[src/verilog/stepper_pkg.sv]
`default_nettype none

package stepper_pkg;

  // cosine table shape, entry i sits at bits 8i+7:8i of the table port
  localparam int COS_ENTRIES = 64;
  localparam int COS_BITS    = 8;

  // chopper settings, common to both coils
  typedef struct packed {
    logic [9:0] off_time;            // cycles the off timer runs after a trip
    logic [7:0] blank_time;          // comparator ignored this long after a polarity change
    logic [9:0] fastdecay_threshold; // off timer at or above this means fast decay
    logic [7:0] min_on_time;         // a trip before this expires is a short
  } chop_cfg_t;

  // demand for one coil as produced by the sequencer
  typedef struct packed {
    logic [5:0] index;    // cosine table entry
    logic       negative; // current flows from the second half-bridge to the first
  } coil_cmd_t;

  // bridge mode of one coil
  typedef enum logic [1:0] {
    DECAY_DRIVE = 2'd0,
    DECAY_FAST  = 2'd1,
    DECAY_SLOW  = 2'd2
  } decay_t;

endpackage

`default_nettype wire

[src/verilog/step_sequencer.sv]
`timescale 1ns/100ps
`default_nettype none

module step_sequencer (
  input  logic                  clk,
  input  logic                  resetn,
  input  logic                  step,
  input  logic                  dir,
  output stepper_pkg::coil_cmd_t cmd_a,
  output stepper_pkg::coil_cmd_t cmd_b
);

  logic [7:0] phase;
  logic [7:0] phase_b;

  // one electrical period is 256 microsteps in four quadrants of 64
  function automatic stepper_pkg::coil_cmd_t decode(logic [7:0] ph);
    stepper_pkg::coil_cmd_t c;
    logic [5:0] ofs;
    ofs = ph[5:0];
    // odd quadrants walk the table backwards
    c.index = ph[6] ? ~ofs : ofs;
    // quadrants 1 and 2 carry negative current
    c.negative = ph[7] ^ ph[6];
    return c;
  endfunction

  // coil b lags coil a by a quarter period
  assign phase_b = phase - 8'd64;

  always_ff @(posedge clk) begin
    if (!resetn) begin
      phase <= 8'd0;
    end else if (step) begin
      phase <= dir ? phase + 8'd1 : phase - 8'd1;
    end
  end

  always_ff @(posedge clk) begin
    if (!resetn) begin
      cmd_a <= '0;
      cmd_b <= '0;
    end else begin
      cmd_a <= decode(phase);
      cmd_b <= decode(phase_b);
    end
  end

endmodule

`default_nettype wire

[src/verilog/current_reference.sv]
`timescale 1ns/100ps
`default_nettype none

module current_reference #(
  parameter int PWM_BITS = 8 // at least COS_BITS
) (
  input  logic                                                    clk,
  input  logic                                                    resetn,
  input  stepper_pkg::coil_cmd_t                                  cmd,
  input  logic [7:0]                                              current_scale,
  input  logic [stepper_pkg::COS_ENTRIES*stepper_pkg::COS_BITS-1:0] cos_table,
  output logic                                                    ref_out
);

  logic [stepper_pkg::COS_BITS-1:0]   entry;
  logic [stepper_pkg::COS_BITS+7:0]   product;
  logic [stepper_pkg::COS_BITS-1:0]   level;
  logic [PWM_BITS-1:0]                duty;
  logic [PWM_BITS-1:0]                pwm_cnt;

  assign entry   = cos_table[cmd.index*stepper_pkg::COS_BITS +: stepper_pkg::COS_BITS];
  assign product = entry * current_scale;

  always_ff @(posedge clk) begin
    if (!resetn) begin
      level <= '0;
    end else begin
      level <= product[stepper_pkg::COS_BITS+7:8]; // divide by 256
    end
  end

  // free-running, one reference period every 2**PWM_BITS cycles
  always_ff @(posedge clk) begin
    if (!resetn) begin
      pwm_cnt <= '0;
    end else begin
      pwm_cnt <= pwm_cnt + 1'b1;
    end
  end

  // wider counters keep the same duty ratio
  assign duty    = PWM_BITS'(level) << (PWM_BITS - stepper_pkg::COS_BITS);
  assign ref_out = pwm_cnt < duty;

  // scaling only ever attenuates the table value
  assert property (@(posedge clk) disable iff (!resetn)
    level <= $past(entry))
    else $error("reference level above its table entry");

endmodule

`default_nettype wire

[src/verilog/coil_chopper.sv]
`timescale 1ns/100ps
`default_nettype none

module coil_chopper (
  input  logic                   clk,
  input  logic                   resetn,
  input  logic                   cmp,
  input  stepper_pkg::coil_cmd_t cmd,
  input  stepper_pkg::chop_cfg_t cfg,
  output stepper_pkg::decay_t    mode,
  output logic                   fault_event
);

  logic       cmp_meta;
  logic       cmp_sync;
  logic       neg_prev;
  logic       pol_change;
  logic       load_off;
  logic [7:0] blank_timer;
  logic [7:0] min_on_timer;
  logic [9:0] off_timer;

  // comparator is asynchronous to clk
  always_ff @(posedge clk) begin
    if (!resetn) begin
      cmp_meta <= 1'b0;
      cmp_sync <= 1'b0;
    end else begin
      cmp_meta <= cmp;
      cmp_sync <= cmp_meta;
    end
  end

  always_ff @(posedge clk) begin
    if (!resetn) begin
      neg_prev <= 1'b0;
    end else begin
      neg_prev <= cmd.negative;
    end
  end

  // the bridge swaps sides and the current ringing that follows is not a trip
  assign pol_change = cmd.negative != neg_prev;

  assign load_off = cmp_sync && blank_timer == 8'd0 && off_timer == 10'd0;

  always_ff @(posedge clk) begin
    if (!resetn) begin
      blank_timer <= 8'd0;
    end else if (pol_change) begin
      blank_timer <= cfg.blank_time;
    end else if (blank_timer != 8'd0) begin
      blank_timer <= blank_timer - 8'd1;
    end
  end

  always_ff @(posedge clk) begin
    if (!resetn) begin
      min_on_timer <= 8'd0;
    end else if (pol_change) begin
      min_on_timer <= cfg.min_on_time;
    end else if (min_on_timer != 8'd0) begin
      min_on_timer <= min_on_timer - 8'd1;
    end
  end

  always_ff @(posedge clk) begin
    if (!resetn) begin
      off_timer <= 10'd0;
    end else if (load_off) begin
      off_timer <= cfg.off_time;
    end else if (off_timer != 10'd0) begin
      off_timer <= off_timer - 10'd1;
    end
  end

  // fast decay first to pull the current down quickly, then slow decay
  always_comb begin
    if (off_timer == 10'd0) begin
      mode = stepper_pkg::DECAY_DRIVE;
    end else if (off_timer >= cfg.fastdecay_threshold) begin
      mode = stepper_pkg::DECAY_FAST;
    end else begin
      mode = stepper_pkg::DECAY_SLOW;
    end
  end

  // current reached the trip level too soon after switching on, so the
  // winding or the bridge is shorted
  assign fault_event = load_off && min_on_timer != 8'd0;

  assert property (@(posedge clk) disable iff (!resetn)
    $rose(off_timer != 10'd0) |-> $past(blank_timer == 8'd0 && cmp_sync))
    else $error("off timer started while blanking");

endmodule

`default_nettype wire

[src/verilog/bridge_gate.sv]
`timescale 1ns/100ps
`default_nettype none

module bridge_gate #(
  parameter int CP_DIV = 4
) (
  input  logic                clk,
  input  logic                resetn,
  input  logic                enable,
  input  logic                fault_event_a,
  input  logic                fault_event_b,
  input  stepper_pkg::decay_t mode_a,
  input  stepper_pkg::decay_t mode_b,
  input  logic                neg_a,
  input  logic                neg_b,
  output logic [3:0]          gate_h,
  output logic [3:0]          gate_l,
  output logic                chargepump_pin
);

  logic              fault;
  logic              enable_r;
  logic [3:0]        pat_a;
  logic [3:0]        pat_b;
  logic [CP_DIV-1:0] cp_cnt;

  // returns {high[1:0], low[1:0]} for the two half-bridges of one coil
  function automatic logic [3:0] coil_gates(stepper_pkg::decay_t m, logic neg);
    logic fwd; // first half-bridge sources the current
    logic [3:0] g;
    fwd = (m == stepper_pkg::DECAY_FAST) ? neg : ~neg;
    case (m)
      stepper_pkg::DECAY_DRIVE,
      stepper_pkg::DECAY_FAST: g = {~fwd, fwd, fwd, ~fwd};
      stepper_pkg::DECAY_SLOW: g = 4'b0011; // both low sides on so the current recirculates
      default:                 g = 4'b0000;
    endcase
    return g;
  endfunction

  assign pat_a = coil_gates(mode_a, neg_a);
  assign pat_b = coil_gates(mode_b, neg_b);

  // held until the next reset
  always_ff @(posedge clk) begin
    if (!resetn) begin
      fault <= 1'b0;
    end else if (fault_event_a || fault_event_b) begin
      fault <= 1'b1;
    end
  end

  always_ff @(posedge clk) begin
    if (!resetn) begin
      enable_r <= 1'b0;
    end else begin
      enable_r <= enable;
    end
  end

  always_ff @(posedge clk) begin
    if (!resetn || fault || !enable_r) begin
      gate_h <= 4'b0000;
      gate_l <= 4'b0000;
    end else begin
      gate_h <= {pat_b[3:2], pat_a[3:2]};
      gate_l <= {pat_b[1:0], pat_a[1:0]};
    end
  end

  always_ff @(posedge clk) begin
    if (!resetn) begin
      cp_cnt         <= '0;
      chargepump_pin <= 1'b0;
    end else begin
      cp_cnt <= cp_cnt + 1'b1;
      if (&cp_cnt) chargepump_pin <= ~chargepump_pin; // toggle on wrap
    end
  end

  assert property (@(posedge clk) (gate_h & gate_l) == 4'b0000)
    else $error("shoot-through on a half-bridge");

endmodule

`default_nettype wire

[src/verilog/microstepper_top.sv]
`timescale 1ns/100ps
`default_nettype none

module microstepper_top #(
  parameter int CP_DIV   = 4,
  parameter int PWM_BITS = 8
) (
  input  logic                                                    clk,
  input  logic                                                    resetn,
  input  logic                                                    step,
  input  logic                                                    dir,
  input  logic                                                    enable,
  input  stepper_pkg::chop_cfg_t                                  cfg,
  input  logic [7:0]                                              current_scale,
  input  logic [stepper_pkg::COS_ENTRIES*stepper_pkg::COS_BITS-1:0] cos_table,
  input  logic                                                    cmp_a,
  input  logic                                                    cmp_b,
  output logic                                                    ref_a,
  output logic                                                    ref_b,
  output logic [3:0]                                              gate_h,
  output logic [3:0]                                              gate_l,
  output logic                                                    chargepump_pin
);

  stepper_pkg::coil_cmd_t cmd_a;
  stepper_pkg::coil_cmd_t cmd_b;
  stepper_pkg::decay_t    mode_a;
  stepper_pkg::decay_t    mode_b;
  logic                   fault_event_a;
  logic                   fault_event_b;

  step_sequencer seq0 (
    .clk    (clk),
    .resetn (resetn),
    .step   (step),
    .dir    (dir),
    .cmd_a  (cmd_a),
    .cmd_b  (cmd_b)
  );

  current_reference #(.PWM_BITS(PWM_BITS)) ref_a0 (
    .clk           (clk),
    .resetn        (resetn),
    .cmd           (cmd_a),
    .current_scale (current_scale),
    .cos_table     (cos_table),
    .ref_out       (ref_a)
  );

  current_reference #(.PWM_BITS(PWM_BITS)) ref_b0 (
    .clk           (clk),
    .resetn        (resetn),
    .cmd           (cmd_b),
    .current_scale (current_scale),
    .cos_table     (cos_table),
    .ref_out       (ref_b)
  );

  coil_chopper chop_a0 (
    .clk         (clk),
    .resetn      (resetn),
    .cmp         (cmp_a),
    .cmd         (cmd_a),
    .cfg         (cfg),
    .mode        (mode_a),
    .fault_event (fault_event_a)
  );

  coil_chopper chop_b0 (
    .clk         (clk),
    .resetn      (resetn),
    .cmp         (cmp_b),
    .cmd         (cmd_b),
    .cfg         (cfg),
    .mode        (mode_b),
    .fault_event (fault_event_b)
  );

  bridge_gate #(.CP_DIV(CP_DIV)) gate0 (
    .clk            (clk),
    .resetn         (resetn),
    .enable         (enable),
    .fault_event_a  (fault_event_a),
    .fault_event_b  (fault_event_b),
    .mode_a         (mode_a),
    .mode_b         (mode_b),
    .neg_a          (cmd_a.negative),
    .neg_b          (cmd_b.negative),
    .gate_h         (gate_h),
    .gate_l         (gate_l),
    .chargepump_pin (chargepump_pin)
  );

endmodule

`default_nettype wire

[config.mk]
export PLATFORM = sky130hd
export DESIGN_NAME = microstepper_top
export DESIGN_NICKNAME = d
export VERILOG_FILES = /design/src/verilog/stepper_pkg.sv /design/src/verilog/step_sequencer.sv /design/src/verilog/current_reference.sv /design/src/verilog/coil_chopper.sv /design/src/verilog/bridge_gate.sv /design/src/verilog/microstepper_top.sv
export SDC_FILE = /design/constraint.sdc
export NUM_CORES = 1
export LEC_CHECK = 0
export BUFFER_PORTS_ARGS = -buffer_cell sky130_fd_sc_hd__buf_2
export CORE_AREA = 2 2 226 228
export DETAILED_ROUTE_END_ITERATION = 12
export DIE_AREA = 0 0 228 230
export PLACE_DENSITY_LB_ADDON = 0.25
export SETUP_SLACK_MARGIN = 0.02
export SYNTH_ARGS = -nofsm -noshare
export SYNTH_HDL_FRONTEND = slang
export SYNTH_SLANG_ARGS = --single-unit
[constraint.sdc]
create_clock -name clk -period 6.75 [get_ports clk]
set_input_delay 1.35 -clock clk [delete_from_list [all_inputs] [get_ports clk]]
set_output_delay 1.35 -clock clk [all_outputs]
set_load 0.01 [all_outputs]
==> results of run 1 <==
[per-layer routing]
metal / wire length, µm / GRT usage [%]
met5: 82 / 0
met4: 2070 / 10.5
met3: 5890 / 7.90
met2: 35900 / 44.7
met1: 29100 / 33.6
[worst reg2reg max path, cell delays in order, from the launching register on]
cell      delay, ps
dfxtp_4         680
buf_12          380
mux4_2          420
mux4_2          500
mux4_2          530
and2_1          210
fa_1            510
inv_1            60
fa_1            550
inv_1            50
fa_1            480
inv_1            50
fa_1            470
inv_1            40
ha_2            190
nor4_4          260
a31oi_4         150
a21oi_2         190
nor2_1           60
or4_1           390
o2111a_1        150
[cell usage in the layout (no fill, tap or decap), drive strengths merged, types with 10 or more instances in the layout]
cell type / synthesis / final
a21o: 21 / 21
a21oi: 55 / 55
a22oi: 28 / 28
a31oi: 10 / 10
and2: 143 / 143
and3: 13 / 13
buf: 60 / 675
clkbuf: 60 / 20
dfxtp: 127 / 127
diode: 0 / 19
fa: 71 / 71
ha: 117 / 117
inv: 137 / 139
mux2i: 74 / 74
mux4: 285 / 285
nand2: 93 / 93
nand2b: 16 / 16
nand3: 46 / 46
nand4: 13 / 13
nor2: 62 / 62
nor2b: 52 / 52
nor3: 26 / 26
o211a: 16 / 16
o21ai: 41 / 41
or3: 10 / 10
xnor2: 45 / 45
xor2: 26 / 26
[metrics by stage]
step | hold slack (ps) | util (%)
after floorplan | 412 | -
after global placement | 432 | 45.6
after detailed placement | 441 | 45.6
after CTS | 450 | 46.9
after global routing | 483 | 47.5
final | 447 | 47.5
[repair_timing]
action | in CTS | in global routing
endpoints found under the setup margin | 3 | 7
gates resized for setup | 2 | 28
buffers inserted | 1 | 10
pin swaps | 0 | 12
[logic make-up (layout without fill, tap and decap cells)]
family                     Yosys count  count (layout)  share of synthesized area (%)
muxes                              367             367                           39.0
adders and majority gates          188             188                           15.5
buffers and inverters              257             844                           5.76
DFF                                127             127                           13.6
xor gates and xnor gates            71              71                           3.33
AOI/OAI and AO/OA                  220             220                           8.06
other                                0              19                              0
and+or+nand+nor                    508             508                           14.8
[worst max path at each step]
stage | startpoint | to | slack, ps | cells after the start
floorplan | cos_table[445] | ref_b0.duty[7] | 130 | 21
global placement | cos_table[37] | ref_b0.duty[7] | -490 | 22
detailed placement | cos_table[91] | ref_b0.duty[4] | -440 | 20
CTS | cos_table[37] | ref_b0.duty[7] | 50 | 22
global route | cos_table[61] | ref_b0.duty[7] | -20 | 22
finish | cos_table[91] | ref_b0.duty[7] | 160 | 22
[cell type report]
cell class                 instances  area, µm²
fill                            4716      26200
multi-input combinational       1354      15100
clock inverter                    12        134
clock buffer                      20        458
tap                              672        841
sequential                       127       2570
timing repair buffer             675       3970
antenna                           19       47.5
inverter                         137        514
[where the power goes]
part | switching [W] | leakage, nW | internal (W)
Sequential | 0.000245 | 1.05 | 0.000985
Clock | 0.000343 | 0.286 | 0.000567
Combinational | 0.00478 | 9.00 | 0.00481
Total | 0.00537 | 10.3 | 0.00636
==> results list, run 1 <==
- Result of the run: finished clean
* Crit path max fanout: 4
- Max-cap violations in this run came to 0.
- Counting along the longest clock path gives a buffer depth of 2.
- Leftover overflow at the end of global routing: 0
- Buffers placed on the I/O ports in this run total 573.
- Number of global-route vias before repair: 17436
- Cell count of the worst hold path: 1
* Tightest Hold Check Type: reg2reg
- Maximum clock skew at final layout: 9.86 ps
- TritonCTS built the clock tree.
- Vertical extent of the die: 230 µm
* Cell type group with the largest total delay on the critical path: adder cells
- Crit path top cell by count: fa_1
- Critical path required time: 7080 ps
- Yosys attributes the largest share of cell area to mux4_2, dfxtp_1, ha_1.
* Number of hold-slack violations in the final timing report: 0
- The most used flip-flop cell after synthesis is dfxtp_1.
- Leakage power summed over all cells: 10.3 nW
- Peak clock frequency supported by timing: 0.152 GHz
* Fin worst setup slack: 155 ps
- Number of warning messages in the yosys log: 0
- The die is 228 µm wide.
- The floorplan has 82 rows.
- Worst Hold Path EP: gate0.cp_cnt[0]
- CP max stage cell: mux4_2
- DR iter-0 viols: 1060
- Cell Count, Final, Fillers Out: 3016
- The smallest clock period supported by the final layout is computed as 6590 ps.
- OpenSTA, run right after detailed placement, puts the worst setup slack at -440 ps.
* Remaining antenna violation count after routing: 0
* Ordered cell list for the critical path: buf_2 > mux4_2 > mux4_2 > mux4_2 > and2_1 > fa_1 > inv_1 > fa_1 > inv_2 > fa_1 > inv_2 > fa_1 > inv_2 > ha_4 > o21ai_4 > nand2_1 > o21ai_1 > a31oi_2 > nand2_2 > a211oi_2 > mux2_4 > o211ai_1
- Worst skew pair latency: 420 ps
* Fin area: 0.0237 mm²
- The count of pins over their slew limit is 0.
* Ports placed on the boundary: 574
* Relative slew margins: 18.8%
- Final #Nets: 3063
- Once the floorplan was initialized, standard cells occupied 37.4% of the core.
- Layout cell share with drive strength beyond 1: 44.3%
- For the worst flop-to-flop path, the logic depth is 20.
- After detailed routing, the total wire length is 73100 µm.
- In this run the critical register-to-register path is captured at ref_a0.duty[6].
- Netlist area before placement: 0.0187 mm²
* Cts bufs inserted: 17
- The first global-routing pass estimated 107000 µm of wire.
- For this run, the slowest stage of the critical path takes 580 ps.
- Sequential cell area fraction in the yosys report: 13.6%
* Area of the core region: 0.0499 mm²
* Most numerous cell types in the synthesized netlist: mux4_2, and2_1, inv_1, dfxtp_1, ha_1
- Crit Reg-Reg Startpoint: seq0.cmd_a[2]
- H-Tree Level Count: 4
- The largest total area in the synthesized netlist belongs to mux4_2.
- Buffers inserted to repair hold after CTS numbered 0.
- Count of TritonRoute iterations in the first routing pass: 5
* Global placer's final weighted congestion: 0.984
- Dpl cell area: 0.0228 mm²
- The initial antenna violation count was 35.
* Final total power: 0.0117 W
- RSZ-0062 raised after global routing: yes
* Slew @ Worst Pin: 1210 ps
- Net Count, Synth: 2489
- CP Data Arrival Time: 6930 ps
- Summed over all failing endpoints, the final setup total negative slack is 0 ps.
- Average detailed-routed wire length per instance: 24.2 µm
- For this run, design rule violations remaining after detail routing come to 0.
- Entering global routing, the biggest net connects 78 pins.
* Worst setup path category: in2reg
- Detailed-route via count: 17110
- Cell at the root of the clock tree: clkbuf_16
* Async set-reset flop share out of synthesis: 0%
* Maximum resistive drop on vdd: 0.467 mV
- Synthesis produced a netlist whose cell count is 1738.
- Sort of element at the end of the critical path: flip-flop
* Die area: 0.0524 mm²
- Most used standard cell by instance count after synthesis: mux4_2
- The critical path contains buffers and inverters numbering 5 combined.
- In this run the biggest area consumer among cell types represents 33.7% of the synthesized area.
- Clock-pin slew was measured on the worst setup and hold paths at 60 ps.
- STA classifies the critical path startpoint as an input port.
- From synthesis to final layout, the design area changed by 26.9%.
- Final setup violating endpoints: 0
* Vias/cell: 5.67
* Number of synthesized flops with an enable pin: 0
- Across all register-to-register paths, the minimum setup slack is 320 ps.
- Detailed placement ended at an HPWL of 60200 µm.
- The synthesized design contains 127 register bits.
- Total instance count after detailed placement: 2954
- Ratio of final minimum period to clock period: 97.7%
- The startpoint identified for the worst hold timing path is gate0.cp_cnt[0].
* Registers with the most flip-flops: chop_a0.off_timer x10, chop_b0.off_timer x10
- Power spread over the standard cell area amounts to 496 mW/mm².
- In this run the mean area of a mapped cell was 10.7 µm².
- Number of distinct library cell variants in the gate-level netlist after synthesis: 64
- In the global route stage, overall resource usage came out at 27.1%.
* CTS Sinks: 127
Note: power is estimated with default switching activity, not from simulation.
==> run 2, diff against run 1 <==
--- a/config.mk
+++ b/config.mk
@@ -7,6 +7,7 @@
 export LEC_CHECK = 0
 export BUFFER_PORTS_ARGS = -buffer_cell sky130_fd_sc_hd__buf_2
 export CORE_AREA = 2 2 226 228
+export CTS_BUF_LIST = sky130_fd_sc_hd__clkbuf_4 sky130_fd_sc_hd__clkbuf_8
 export DETAILED_ROUTE_END_ITERATION = 12
 export DIE_AREA = 0 0 228 230
 export PLACE_DENSITY_LB_ADDON = 0.25
==> results list, run 2 (synthesis results as in run 1) <==
- Cell Rows: 82
- The later pin in the worst-skew pair is clocked with a latency of 450 ps.
- Maximum resistive drop on vdd: 0.465 mV
- For this run, the top clock speed supported by timing is 0.150 GHz.
- The congestion estimate from routability-driven global placement came to 0.984.
- Leaving out fill and tap cells, the most frequent cell in the layout is buf_2.
- Wire length of the first global-routing pass: 106000 µm
- Measured along the y axis, the die boundary spans 230 µm.
* Utilization of the core after routing: 47.1%
- RSZ-0062 raised after global routing: yes
* Number of global-route vias before repair: 17375
- FF/Latch Area: 0.00257 mm²
- The worst setup path is launched from an input port.
* Count of maximum capacitance violations: 0
* Count of TritonRoute iterations in the first routing pass: 5
- Average detailed-routed wire length per instance: 24.3 µm
- Tightest Hold Check Type: reg2reg
- In the global route stage, overall resource usage came out at 27.1%.
- After detailed placement, the design holds a cell count of 2954.
- H-Tree Level Count: 4
* Starting utilization of the core area: 37.4%
- After layout, the minimum clock period comes to 6660 ps.
- In the final design database the tool counted 3065 nets.
- Clock-pin transition on the worst setup and hold timing paths: 80 ps
- Relative slew margins: 18.0%
- Final setup violating endpoints: 0
* Die area: 0.0524 mm²
- Leakage power summed over all cells: 10.3 nW
* Ports placed on the boundary: 574
* Worst setup path category: in2reg
- Sort of element at the end of the critical path: flip-flop
- Leftover overflow at the end of global routing: 0
- The wire-length estimate of the detail-placed layout is 60200 µm.
- Measured along the x axis, the die boundary spans 228 µm.
- For the pin with the worst max-slew slack, the measured transition is 1230 ps.
* Result of the run: finished clean
* Clock tree from TritonCTS: built
- In this run, the number of DRC markers left after iteration 0 of detailed routing was 1026.
* Cts bufs inserted: 17
* Critical path required time: 7110 ps
* Cell Count, Final, Fillers Out: 3017
- Number of fill cells: 4734
- The top cell types in the final layout, fill and taps aside, are buf_2, mux4_2, and2_1.
* Power per Cell Area: 486 mW/mm²
* Remaining antenna violation count after routing: 0
- Detailed-route via count: 17074
* Antenna violations before repair: 35
- Number of remaining DRC errors: 0
- Maximum clock skew at final layout: 15.4 ps
* Number of hold-slack violations in the final timing report: 0
* Crit path max fanout: 4
* CP Data Arrival Time: 7020 ps
* Area of the core region: 0.0499 mm²
- The clock drives 127 sinks.
- Largest net degree at the start of global routing: 78
- The tree is rooted in a clkbuf_8.
- Port Buffer Count: 573
- In the final layout, the multi-input gates occupy 0.0151 mm².
- Cells with a size suffix above 1 make up 44.2% of the layout.
- The count of pins over their slew limit is 0.
- Ratio of final minimum period to clock period: 98.6%
- The largest registers in the layout are chop_a0.off_timer x10, chop_b0.off_timer x10.
* Synthesis-to-layout area growth: 25.9%
- After detailed routing, the number of vias per cell comes to 5.66.
- Clock Tree Buf Depth: 2
* DRT Wirelength: 73300 µm
-- run 2: metal layers --
layer | track usage, % | wire [µm] | up-vias
met5 | 0 | 85 | -
met4 | 10.6 | 2250 | 16
met3 | 7.53 | 6030 | 119
met2 | 44.8 | 36000 | 694
met1 | 33.6 | 28900 | 8502
li1 | - | - | 7743
-- run 2: repair_timing --
action | 4_1_cts | 5_1_grt
endpoints found under the hold margin | 0 | 0
setup endpoints to repair | 4 | 7
pin swaps | 0 | 7
buffers inserted | 1 | 12
hold buffers | 0 | 0
resized for setup | 0 | 23
-- run 2: final timing paths --
check	depth (start not counted)	to	from	slack (ps)
worst max-delay path	21	ref_b0.duty[7]	cos_table[91]	90
worst min register to register	1	gate0.cp_cnt[0]	gate0.cp_cnt[0]	450
worst max register to register	20	ref_a0.duty[6]	seq0.cmd_a[2]	270
worst min-delay path	1	gate0.cp_cnt[0]	gate0.cp_cnt[0]	450
-- run 2: report_power, final --
| part | total [W] | switching (W) | internal [W] |
|---|---|---|---|
| sequential | 0.00123 | 0.000245 | 0.000983 |
| clock | 0.000689 | 0.000315 | 0.000375 |
| combinational | 0.00950 | 0.00473 | 0.00477 |
-- run 2: area by class of cell --
class                           count  share of cell area, %
Multi-Input combinational cell   1354                   64.4
Timing Repair Buffer              677                   16.9
Sequential cell                   127                   10.9
Tap cell                          672                   3.58
Inverter                          137                   2.19
Clock buffer                       19                   1.06
Clock inverter                     13                  0.698
Antenna cell                       18                  0.192
-- run 2: stage by stage --
step	hold slack, ps	worst slack [ps]	area, µm²	total power, W	TNS, ps
detailed placement	441	-440	22800	0.0103	-3120
global route	487	-57.4	23500	0.0127	-57.4
floorplan	412	132	18700	0.00756	0
finish	449	91.5	23500	0.0114	0
global placement	432	-492	22800	0.0103	-3270
CTS	454	24.7	23200	0.0111	0
-- run 2: critical path, stage by stage --
cell and delay, ps:
buf_2 110, mux4_2 590, mux4_2 490, mux4_2 530, and2_1 210, fa_1 420
inv_1 90, fa_1 440, fa_1 520, fa_1 500, inv_1 50, ha_2 300
o21a_1 200, o21ai_4 70, nand2_1 50, o21ai_1 50, a31oi_1 180, nand2_1 160
a211oi_2 290, mux2_4 320, o211ai_1 90
